`src/logic/motor_pkg.sv`:
```
// motor channel package: widths, timing constants and quadrature step encoding
package motor_pkg;

	// ========================================
	// data widths
	// ========================================
	localparam int count_width = 32;	// signed position counter
	localparam int speed_width = 16;	// counts per sample window
	localparam int duty_width  = 8;	// pwm duty command

	typedef logic signed [count_width-1:0] count_t;
	typedef logic signed [speed_width-1:0] speed_t;
	typedef logic        [duty_width-1:0]  duty_t;	// unsigned, 0 = off

	// ========================================
	// timing
	// ========================================
	localparam int pwm_period_cycles    = 256;	// one full 8-bit sweep
	localparam int filter_depth         = 4;	// equal samples before a line flips
	localparam int sync_stages          = 2;	// metastability chain
	// short window so a few of them fit in simulation
	localparam int sample_period_cycles = 2000;

	// ========================================
	// decoded quadrature step
	// ========================================
	// step_error = both lines moved together, direction unknown
	typedef enum logic [1:0]
	{
		step_none  = 2'b00,
		step_up    = 2'b01,
		step_down  = 2'b10,
		step_error = 2'b11
	} step_t;

endpackage

```
`src/logic/encoder_if.sv`:
```
// encoder bus: filtered A/B lines and position count shared by the channel blocks
`timescale 1ns/100ps

interface encoder_if;

	logic             a_clean;	// deglitched A
	logic             b_clean;	// deglitched B
	motor_pkg::count_t position;	// signed running count
	logic             position_step;	// one-cycle strobe per counted step

	// filter owns the clean lines
	modport filter_mp
	(
		output a_clean,
		output b_clean
	);

	// decoder turns A/B edges into counts
	modport decoder_mp
	(
		input  a_clean,
		input  b_clean,
		output position,
		output position_step
	);

	modport meter_mp
	(
		input  position	// speed only needs the count
	);

endinterface

```
`src/logic/input_filter.sv`:
```
// input filter: synchronizes and deglitches the A/B encoder lines
`timescale 1ns/100ps

module input_filter
(
	input  logic       fpga_clk_50,
	input  logic       hps_fpga_reset_n,
	input  logic       enc_a,
	input  logic       enc_b,
	encoder_if.filter_mp enc
);

	// stability counter, counts up to filter_depth-1
	typedef logic [$clog2(motor_pkg::filter_depth)-1:0] stab_t;

	logic [1:0]                              raw;	// [1] = A, [0] = B
	logic [1:0][motor_pkg::sync_stages-1:0] sync_q;	// per-line sync chain
	stab_t [1:0]                             stab_cnt;
	logic [1:0]                              clean_q;

	assign raw = {enc_a, enc_b};

	// ========================================
	// sync chain + stability counter per line
	// ========================================
	always_ff @(posedge fpga_clk_50 or negedge hps_fpga_reset_n)
	begin
		if (!hps_fpga_reset_n)
		begin
			sync_q   <= '0;
			stab_cnt <= '0;
			clean_q  <= '0;	// lines idle low
		end
		else
		begin
			for (int i = 0; i < 2; i++)
			begin
				sync_q[i] <= {sync_q[i][motor_pkg::sync_stages-2:0], raw[i]};	// shift in
				if (sync_q[i][motor_pkg::sync_stages-1] != clean_q[i])
				begin
					// differs from filtered level, count agreeing samples
					if (stab_cnt[i] == stab_t'(motor_pkg::filter_depth - 1))
					begin
						clean_q[i]  <= sync_q[i][motor_pkg::sync_stages-1];	// accept
						stab_cnt[i] <= '0;
					end
					else
						stab_cnt[i] <= stab_cnt[i] + 1'b1;
				end
				else
					stab_cnt[i] <= '0;	// glitch gone, start over
			end
		end
	end

	assign enc.a_clean = clean_q[1];
	assign enc.b_clean = clean_q[0];

endmodule

```
`src/logic/quad_decoder.sv`:
```
// quadrature decoder: turns filtered A/B transitions into a signed position count
`timescale 1ns/100ps

module quad_decoder
(
	input  logic          fpga_clk_50,
	input  logic          hps_fpga_reset_n,
	encoder_if.decoder_mp enc,
	output logic          enc_error	// sticky until reset
);

	logic [1:0]       ab_prev;	// {a, b} seen last cycle
	logic [1:0]       ab_cur;
	motor_pkg::step_t step;

	assign ab_cur = {enc.a_clean, enc.b_clean};

	// ========================================
	// transition table
	// ========================================
	// forward (A leads B): 00 -> 10 -> 11 -> 01 -> 00
	// backward is the same ring walked the other way
	always_comb
	begin
		case ({ab_prev, ab_cur})
			4'b00_10, 4'b10_11, 4'b11_01, 4'b01_00: step = motor_pkg::step_up;
			4'b00_01, 4'b01_11, 4'b11_10, 4'b10_00: step = motor_pkg::step_down;
			4'b00_11, 4'b11_00, 4'b01_10, 4'b10_01: step = motor_pkg::step_error;	// both flipped
			default:                                step = motor_pkg::step_none;	// no change
		endcase
	end

	// position update one cycle after the clean lines move
	always_ff @(posedge fpga_clk_50 or negedge hps_fpga_reset_n)
	begin
		if (!hps_fpga_reset_n)
		begin
			ab_prev           <= 2'b00;
			enc.position      <= '0;
			enc.position_step <= 1'b0;
			enc_error         <= 1'b0;
		end
		else
		begin
			ab_prev <= ab_cur;
			case (step)
				motor_pkg::step_up:
				begin
					enc.position      <= enc.position + motor_pkg::count_t'(1);
					enc.position_step <= 1'b1;
				end
				motor_pkg::step_down:
				begin
					enc.position      <= enc.position - motor_pkg::count_t'(1);
					enc.position_step <= 1'b1;
				end
				motor_pkg::step_error:
				begin
					enc.position_step <= 1'b0;	// count held, direction lost
					enc_error         <= 1'b1;
				end
				default:
					enc.position_step <= 1'b0;
			endcase
		end
	end

	// count moves only on its strobe, after exactly one clean line changed
	a_pos_needs_step: assert property (@(posedge fpga_clk_50) disable iff (!hps_fpga_reset_n)
		$changed(enc.position) |->
			enc.position_step && ($countones($past(ab_cur) ^ $past(ab_prev)) == 1))
		else $error("position changed without a single-line step");

endmodule

```
`src/logic/speed_meter.sv`:
```
// speed meter: reports position change over each fixed sample window
`timescale 1ns/100ps

module speed_meter
(
	input  logic              fpga_clk_50,
	input  logic              hps_fpga_reset_n,
	encoder_if.meter_mp       enc,
	output motor_pkg::speed_t speed,	// held between strobes
	output logic              speed_valid	// one cycle per window
);

	typedef logic [$clog2(motor_pkg::sample_period_cycles)-1:0] win_t;

	win_t              win_cnt;	// cycles into current window
	motor_pkg::count_t start_q;	// position at last window end
	motor_pkg::count_t diff;
	motor_pkg::speed_t speed_sat;

	// ========================================
	// difference + saturation
	// ========================================
	// fits in speed_t when the top bits are all sign copies
	always_comb
	begin
		diff = enc.position - start_q;	// wraps cleanly in 32 bits
		if ((&diff[motor_pkg::count_width-1:motor_pkg::speed_width-1]) ||
			!(|diff[motor_pkg::count_width-1:motor_pkg::speed_width-1]))
			speed_sat = motor_pkg::speed_t'(diff[motor_pkg::speed_width-1:0]);
		else if (diff[motor_pkg::count_width-1])
			speed_sat = {1'b1, {(motor_pkg::speed_width-1){1'b0}}};	// most negative
		else
			speed_sat = {1'b0, {(motor_pkg::speed_width-1){1'b1}}};	// most positive
	end

	// ========================================
	// window timer
	// ========================================
	always_ff @(posedge fpga_clk_50 or negedge hps_fpga_reset_n)
	begin
		if (!hps_fpga_reset_n)
		begin
			win_cnt     <= '0;
			start_q     <= '0;	// first window starts from zero
			speed       <= '0;
			speed_valid <= 1'b0;
		end
		else
		begin
			speed_valid <= 1'b0;
			if (win_cnt == win_t'(motor_pkg::sample_period_cycles - 1))
			begin
				win_cnt     <= '0;
				start_q     <= enc.position;	// next window's baseline
				speed       <= speed_sat;
				speed_valid <= 1'b1;
			end
			else
				win_cnt <= win_cnt + 1'b1;
		end
	end

	// strobe is a single pulse per window
	a_valid_single: assert property (@(posedge fpga_clk_50) disable iff (!hps_fpga_reset_n)
		speed_valid |=> !speed_valid)
		else $error("speed_valid high on consecutive cycles");

endmodule

```
`src/logic/pwm_generator.sv`:
```
// pwm generator: free-running period counter with duty reloaded at period start
`timescale 1ns/100ps

module pwm_generator
(
	input  logic             fpga_clk_50,
	input  logic             hps_fpga_reset_n,
	input  motor_pkg::duty_t duty,	// sampled only at period start
	output logic             pwm_out
);

	motor_pkg::duty_t cnt;	// position inside the period
	motor_pkg::duty_t duty_q;	// duty of the running period
	motor_pkg::duty_t cur_duty;

	// new command takes effect on the first cycle of the period
	assign cur_duty = (cnt == '0) ? duty : duty_q;

	// ========================================
	// period counter + compare
	// ========================================
	always_ff @(posedge fpga_clk_50 or negedge hps_fpga_reset_n)
	begin
		if (!hps_fpga_reset_n)
		begin
			cnt     <= '0;
			duty_q  <= '0;
			pwm_out <= 1'b0;	// motor off
		end
		else
		begin
			if (cnt == motor_pkg::duty_t'(motor_pkg::pwm_period_cycles - 1))
				cnt <= '0;	// wrap
			else
				cnt <= cnt + 1'b1;

			if (cnt == '0)
				duty_q <= duty;	// latch

			pwm_out <= (cnt < cur_duty);	// high for the first duty cycles
		end
	end

	// zero duty keeps the drive low for the whole period, including the lagged edge
	a_zero_duty_low: assert property (@(posedge fpga_clk_50) disable iff (!hps_fpga_reset_n)
		(duty_q == '0) |-> !pwm_out)
		else $error("pwm_out high with zero duty latched");

endmodule

```
`src/logic/motor_ctrl_top.sv`:
```
// motor channel top: encoder filter, decoder, speed meter and pwm drive
`timescale 1ns/100ps

module motor_ctrl_top
(
	input  logic                              fpga_clk_50,
	input  logic                              hps_fpga_reset_n,
	input  logic                              enc_a,	// raw encoder A
	input  logic                              enc_b,	// raw encoder B
	input  logic [motor_pkg::duty_width-1:0]  duty,
	output logic [motor_pkg::count_width-1:0] count,
	output logic [motor_pkg::speed_width-1:0] speed,	// counts per window
	output logic                              speed_valid,
	output logic                              pwm_out,
	output logic                              enc_error
);

	// ========================================
	// encoder path
	// ========================================
	encoder_if enc_bus ();

	// sync + deglitch, sync_stages + filter_depth cycles
	input_filter input_filter_i
	(
		.fpga_clk_50      (fpga_clk_50),
		.hps_fpga_reset_n (hps_fpga_reset_n),
		.enc_a            (enc_a),
		.enc_b            (enc_b),
		.enc              (enc_bus.filter_mp)
	);

	quad_decoder quad_decoder_i
	(
		.fpga_clk_50      (fpga_clk_50),
		.hps_fpga_reset_n (hps_fpga_reset_n),
		.enc              (enc_bus.decoder_mp),
		.enc_error        (enc_error)
	);

	speed_meter speed_meter_i
	(
		.fpga_clk_50      (fpga_clk_50),
		.hps_fpga_reset_n (hps_fpga_reset_n),
		.enc              (enc_bus.meter_mp),
		.speed            (speed),
		.speed_valid      (speed_valid)
	);

	assign count = enc_bus.position;	// raw count straight out

	// ========================================
	// drive
	// ========================================
	pwm_generator pwm_generator_i
	(
		.fpga_clk_50      (fpga_clk_50),
		.hps_fpga_reset_n (hps_fpga_reset_n),
		.duty             (duty),
		.pwm_out          (pwm_out)
	);

endmodule

```
`config.mk`:
```
export PLATFORM = sky130hd
export DESIGN_NAME = motor_ctrl_top
export DESIGN_NICKNAME = d
export VERILOG_FILES = /design/src/logic/motor_pkg.sv /design/src/logic/encoder_if.sv /design/src/logic/input_filter.sv /design/src/logic/quad_decoder.sv /design/src/logic/speed_meter.sv /design/src/logic/pwm_generator.sv /design/src/logic/motor_ctrl_top.sv
export SDC_FILE = /design/constraint.sdc
export NUM_CORES = 1
export LEC_CHECK = 0
export ABC_AREA = 1
export BUFFER_PORTS_ARGS = -buffer_cell sky130_fd_sc_hd__buf_2
export CORE_AREA = 5 5 144 146
export DETAILED_ROUTE_END_ITERATION = 6
export DIE_AREA = 0 0 149 151
export PLACE_DENSITY_LB_ADDON = 0.08
export SKIP_LAST_GASP = 1
export SLEW_MARGIN = 20
export SYNTH_ARGS = -nofsm -noshare
export SYNTH_HDL_FRONTEND = slang
export SYNTH_SLANG_ARGS = --single-unit
```
`constraint.sdc`:
```
create_clock -name fpga_clk_50 -period 4.79 [get_ports fpga_clk_50]
set_input_delay 0 -clock fpga_clk_50 [delete_from_list [all_inputs] [get_ports fpga_clk_50]]
set_output_delay 0 -clock fpga_clk_50 [all_outputs]
set_load 0.01 [all_outputs]
```
Word level (Yosys, flattened, before mapping):

Memories as Yosys holds them, arrays and structs flattened.
Index checks and enable logic that the tools add are counted.

* add/subtract/negate cells: 7
* magnitude comparators: 1
* equality and inequality tests: 9
* multiplexer cells: 11
* reduce and logical (&&, ||, !) cells: 8

Operators with widths (count)
* case mux 32 bit (2 select lines): 1
* adder 32 x 2 -> 32 bit (second input constant): 1
* 2-to-1 mux 16 bit: 2
* subtractor 32 x 2 -> 32 bit (second input constant): 1
* subtractor 32 bit: 1
* AND reduction 17 bit: 1
* OR reduction 17 bit: 1
* 2-to-1 mux 8 bit: 2
* adder 11 x 1 -> 11 bit (second input constant): 1
* equality test 11 bit (second input constant): 1
* 2-to-1 mux 11 bit: 1
* adder 8 x 1 -> 8 bit (second input constant): 1
* equality test 2 bit (second input constant): 4
* equality test 8 bit (second input constant): 1
* logical NOT 8 bit: 1
* < comparator 8 bit: 1
* 2-to-1 mux 2 bit: 4
* adder 2 x 1 -> 2 bit (second input constant): 2
* AND reduction 2 bit: 2
* equality test 2 x 1 -> 1 bit (second input constant): 1
* != test 1 bit: 2
* nonzero test 2 bit: 1
* logical NOT 1 bit: 1
* logical OR 1 bit: 1
* 2-to-1 mux 1 bit: 1

* flip-flop bits (word level): 122
* memory bits (read-only): 32
* input port bits: 12
* output and inout bits: 51
* memories kept: 1

Memories
* (no name shown): depth 16, bits a word 2, rd ports 1, clocked after memory_dff 0, write ports 0, RTL line quad_decoder.sv:25 `case ({ab_prev, ab_cur})`

Logic depth before layout (Yosys ltp):

* depth after elaboration: 5
* gate-level depth with buffers: 22

Hierarchy:

Synthesis repeated with hierarchy kept, for this count alone.

* cell total of the unflattened synthesis: 1741
* area, all modules: 10864.2 um^2

Modules (own cells, without submodules)
* speed_meter: instances 1, cells an instance 875, area each 5449.0 um^2
* quad_decoder: instances 1, cells an instance 721, area each 4078.9 um^2
* pwm_generator: instances 1, cells an instance 111, area each 970.9 um^2
* input_filter: instances 1, cells an instance 34, area each 365.4 um^2

Least setup slack after synthesis:

Ideal clock, no wire load.

* path kind: register -> register
* from: reg input_filter_i.clean_q[1]
* to: reg quad_decoder_i.enc.position[21]
* library setup time: 0.135 ns
* data arrival time: 3.351 ns
* path slack: 1.305 ns
* stages on the path, launching flop included: 17
* buffers on the path: 0
* cells stage by stage: dfrtp_1 -> nor2_1 -> inv_1 -> a22oi_1 -> ha_1 -> ha_1 -> a21oi_1 -> nand2_1 -> a21oi_1 -> inv_1 -> nand2_1 -> nand2_1 -> a21boi_0 -> o21ai_0 -> a21oi_1 -> xor2_1 -> o21ai_0

* cells in the longest elaborated chain, start to end: 3
* elaborated cells between the ends (all ways): 5
* those cells by class: eq/ne (2); mux (1); reduce/logical (1); memory (1)

RTL lines
* start: declaration: RTL line input_filter.sv:19 `logic [1:0] clean_q;`
* start signal: indexed assignment: RTL line input_filter.sv:44 `clean_q[i] <= sync_q[i][motor_pkg::sync_stages-1];`
* memory (16 x 2 bit) *
* equality test 2 bit / equality test 2 x 1 -> 1 bit (equally long branches)
* case mux 32 bit (2 select lines) / nonzero test 2 bit (equally long branches)
* end signal: assignment: RTL line quad_decoder.sv:49 `enc.position <= enc.position + motor_pkg::count_t'(1);`
* end signal: assignment: RTL line quad_decoder.sv:54 `enc.position <= enc.position - motor_pkg::count_t'(1);`
* end: declaration: RTL line encoder_if.sv:23 `output position,`

Mark *: on every way between the ends. The rest lies on a longest branch, timed or not.
A chain may end at the register's enable or synchronous reset.

Final worst setup path:

* from: reg input_filter_i.clean_q[0]
* to: reg quad_decoder_i.enc.position[27]

Same word-level chain as after synthesis.

==> flow_metrics.env <==
export IMPL_h_tree_depth=4
export IMPL_gp_congestion=0.915
export IMPL_synth_area_per_cell_um2=6.81
export IMPL_antenna_cells=0
export IMPL_critPathCaptureType="flop"
export IMPL_synth_seq_area_share=0.323
export IMPL_ys_warn_count=0
export IMPL_placed_cells=1705
export IMPL_dieArea_um2=22500
export IMPL_setup_violations=0
export IMPL_fin_skew_ns=0.00975
export IMPL_first_iter_violations=597
export IMPL_hold_viol=0
export IMPL_drc=0
export IMPL_crit_type="reg2reg"
export IMPL_ys_flop_type="dfrtp_1"
export IMPL_routedWlPerCell_um=13.5
export IMPL_syn_inst=1390
export IMPL_ant_nets=0
export IMPL_cts_sinks=122
export IMPL_clock_latency_ns=0.43
export IMPL_core_um2=19300
export IMPL_drive_gt1_frac=0.116
export IMPL_start_util=0.491
export IMPL_synth_area_leaders="dfrtp_1 (32%), nand2_1 (16%), inv_1 (10%)"
export IMPL_cts_made_buffers=17
export IMPL_grt_max_degree=58
export IMPL_first_pass_iters=5
export IMPL_syn_cell_area_um2=9460
export IMPL_clkTransAtPathRegs_ns=0.07
export IMPL_busiest_layer="met2"
export IMPL_relSlewSlack=0.340
export IMPL_status="completed"
export IMPL_clock_path_buffers=2
export IMPL_critical_path_max_fanout=32
export IMPL_worst_pin_slew_ns=0.987
export IMPL_nets=1559
export IMPL_multi_input_area_um2=5350
export IMPL_tritoncts="built"
export IMPL_totalNegativeSetupSlack_ns=0
export IMPL_cts_root_buf="clkbuf_16"
export IMPL_grtUsageMet2=0.352
export IMPL_worstHoldPathType="in2async"
export IMPL_via_per_inst=4.88
export IMPL_vias=8534
export IMPL_yosys_area_top_type_share=0.323
export IMPL_fmax_ghz=0.265
export IMPL_drt_total_wl_um=23600
export IMPL_synth_seq_cells=122
export IMPL_num_fill_cells=1987
export IMPL_finalCriticalPeriod_ns=3.77
export IMPL_start_kind="flop"
export IMPL_ys_types=46
export IMPL_grt_pass1_wl_um=39800
export IMPL_io_buffers=62
export IMPL_fp_row_count=51
export IMPL_use_met1=0.308
export IMPL_grt_pass1_vias=8107
export IMPL_async_flop_share=1.00
export IMPL_syn_nets=1479
export IMPL_r2r_slack_ns=1.02
export IMPL_grt_ovfl_total=0
export IMPL_pin_count=63
export IMPL_period_share=0.787
export IMPL_synth_edf_count=0
export IMPL_slew_viol_final=0
export IMPL_yosysTopAreaCell="dfrtp_1"
export IMPL_dieWidth_um=149
export IMPL_antenna_found_initial=0
export IMPL_use_met3=0.0311
export IMPL_post_cts_resized=0
export IMPL_final_cells=1748
export IMPL_syn_to_final_growth_pct=14.1
export IMPL_die_h_um=151
export IMPL_required_ns=5.06
export IMPL_rsz0062_at_grt="false"
export IMPL_regArea_um2=3050
export IMPL_hpwl_um=18600
export IMPL_final_util=0.560
export IMPL_grt_usage=0.220
export IMPL_critical_path_arrival_ns=4.04
export IMPL_drv_cap=0
export IMPL_whs_ns=0.181
## Yosys cell counts, types with 8 or more instances
master	count
nand3_1	57
nor2_1	98
nand2_2	14
dfrtp_1	122
inv_1	252
nor3_1	15
a21oi_2	11
nand2_1	415
clkbuf_1	15
or2_2	20
xnor2_1	15
a21oi_1	64
xor2_1	28
nand4_1	13
nor2_2	8
ha_1	75
o21ai_0	100
## routing by layer
layer | part of all wire | vias up
met5 | 0 | -
met4 | 0.019 | 0
met3 | 0.030 | 33
met2 | 0.45 | 144
met1 | 0.50 | 3829
li1 | - | 4528
## per-stage QoR
stage | instance area, µm² | setup slack (ns)
2_1_floorplan | 9460 | 1.30
3_3_place_gp | 10100 | 1.16
3_5_place_dp | 10100 | 1.10
4_1_cts | 10800 | 1.03
5_1_grt | 10800 | 0.647
6_report | 10800 | 1.02
## logic make-up (layout without fill, tap and decap cells)
| logic type | after synthesis | after routing | share of synthesized area |
|---|---|---|---|
| multiplexers | 2 | 2 | 0.00238 |
| AND/OR/NAND/NOR | 663 | 663 | 0.298 |
| buffers and inverters | 278 | 371 | 0.112 |
| adder cells (fa/ha/maj) | 77 | 77 | 0.103 |
| flip-flops | 122 | 122 | 0.323 |
| AO/OA/AOI/OAI | 205 | 205 | 0.121 |
| XOR/XNOR | 43 | 43 | 0.0398 |
## what timing repair did
| item | in CTS | in global routing |
|---|---|---|
| buffers inserted | 0 | 0 |
| endpoints found under the hold margin | 65 | 0 |
| hold buffers | 11 | 0 |
| setup endpoints to repair | 0 | 0 |
## cell usage in the layout (no fill, tap or decap), types with 17 or more instances in the layout
cell,n
nor2_1,98
o21ai_0,100
nand3_1,57
nand2_1,415
a21oi_1,64
xor2_1,28
clkbuf_16,17
or2_2,20
dfrtp_1,122
buf_2,61
ha_1,75
inv_1,252
## final cells by class
class | instances | area share
Multi-Input combinational cell | 990 | 0.495
Sequential cell | 122 | 0.283
Inverter | 261 | 0.0907
Timing Repair Buffer | 78 | 0.0426
Clock buffer | 17 | 0.0394
Tap cell | 265 | 0.0307
Clock inverter | 15 | 0.0187
## registers in the layout, summed over array words and instances (netlist names)
signal	cells
speed_meter_i.start_q	32
speed_meter_i.speed	16
speed_meter_i.win_cnt	11
input_filter_i.stab_cnt	4
speed_meter_i.speed_valid	1
input_filter_i.sync_q	4
quad_decoder_i.enc_error	1
pwm_generator_i.duty_q	8
pwm_generator_i.pwm_out	1
pwm_generator_i.cnt	8
quad_decoder_i.enc.position	32
input_filter_i.clean_q	2
quad_decoder_i.ab_prev	2
## final timing paths
path | startpoint | endpoint | depth (start not counted)
worst max-delay path | input_filter_i.clean_q[0] | quad_decoder_i.enc.position[27] | 16
worst min-delay path | hps_fpga_reset_n | speed_meter_i.speed[6] | 2
worst max register to register | input_filter_i.clean_q[0] | quad_decoder_i.enc.position[27] | 16
worst min register to register | input_filter_i.sync_q[0] | input_filter_i.sync_q[1] | 0
max in group asynchronous | hps_fpga_reset_n | quad_decoder_i.enc.position[28] | 3
min in group fpga_clk_50 | enc_a | input_filter_i.sync_q[2] | 2
## critical path: stages (launching register included)
cell and delay (ns):
dfrtp_1 0.40, inv_1 0.08, nand2_1 0.07, o21ai_0 0.07, a22oi_1 0.23, ha_1 0.20
buf_4 0.34, ha_1 0.35, a21oi_1 0.14, nand2_1 0.10, a21oi_1 0.24, o21ai_1 0.14
a21boi_0 0.52, o21ai_0 0.22, or2_2 0.30, nand3_1 0.07, o21ai_0 0.12
Power is left out: the tool's default activity adds up to more than one toggle a clock period on the data nets, which glitch-free logic cannot reach.
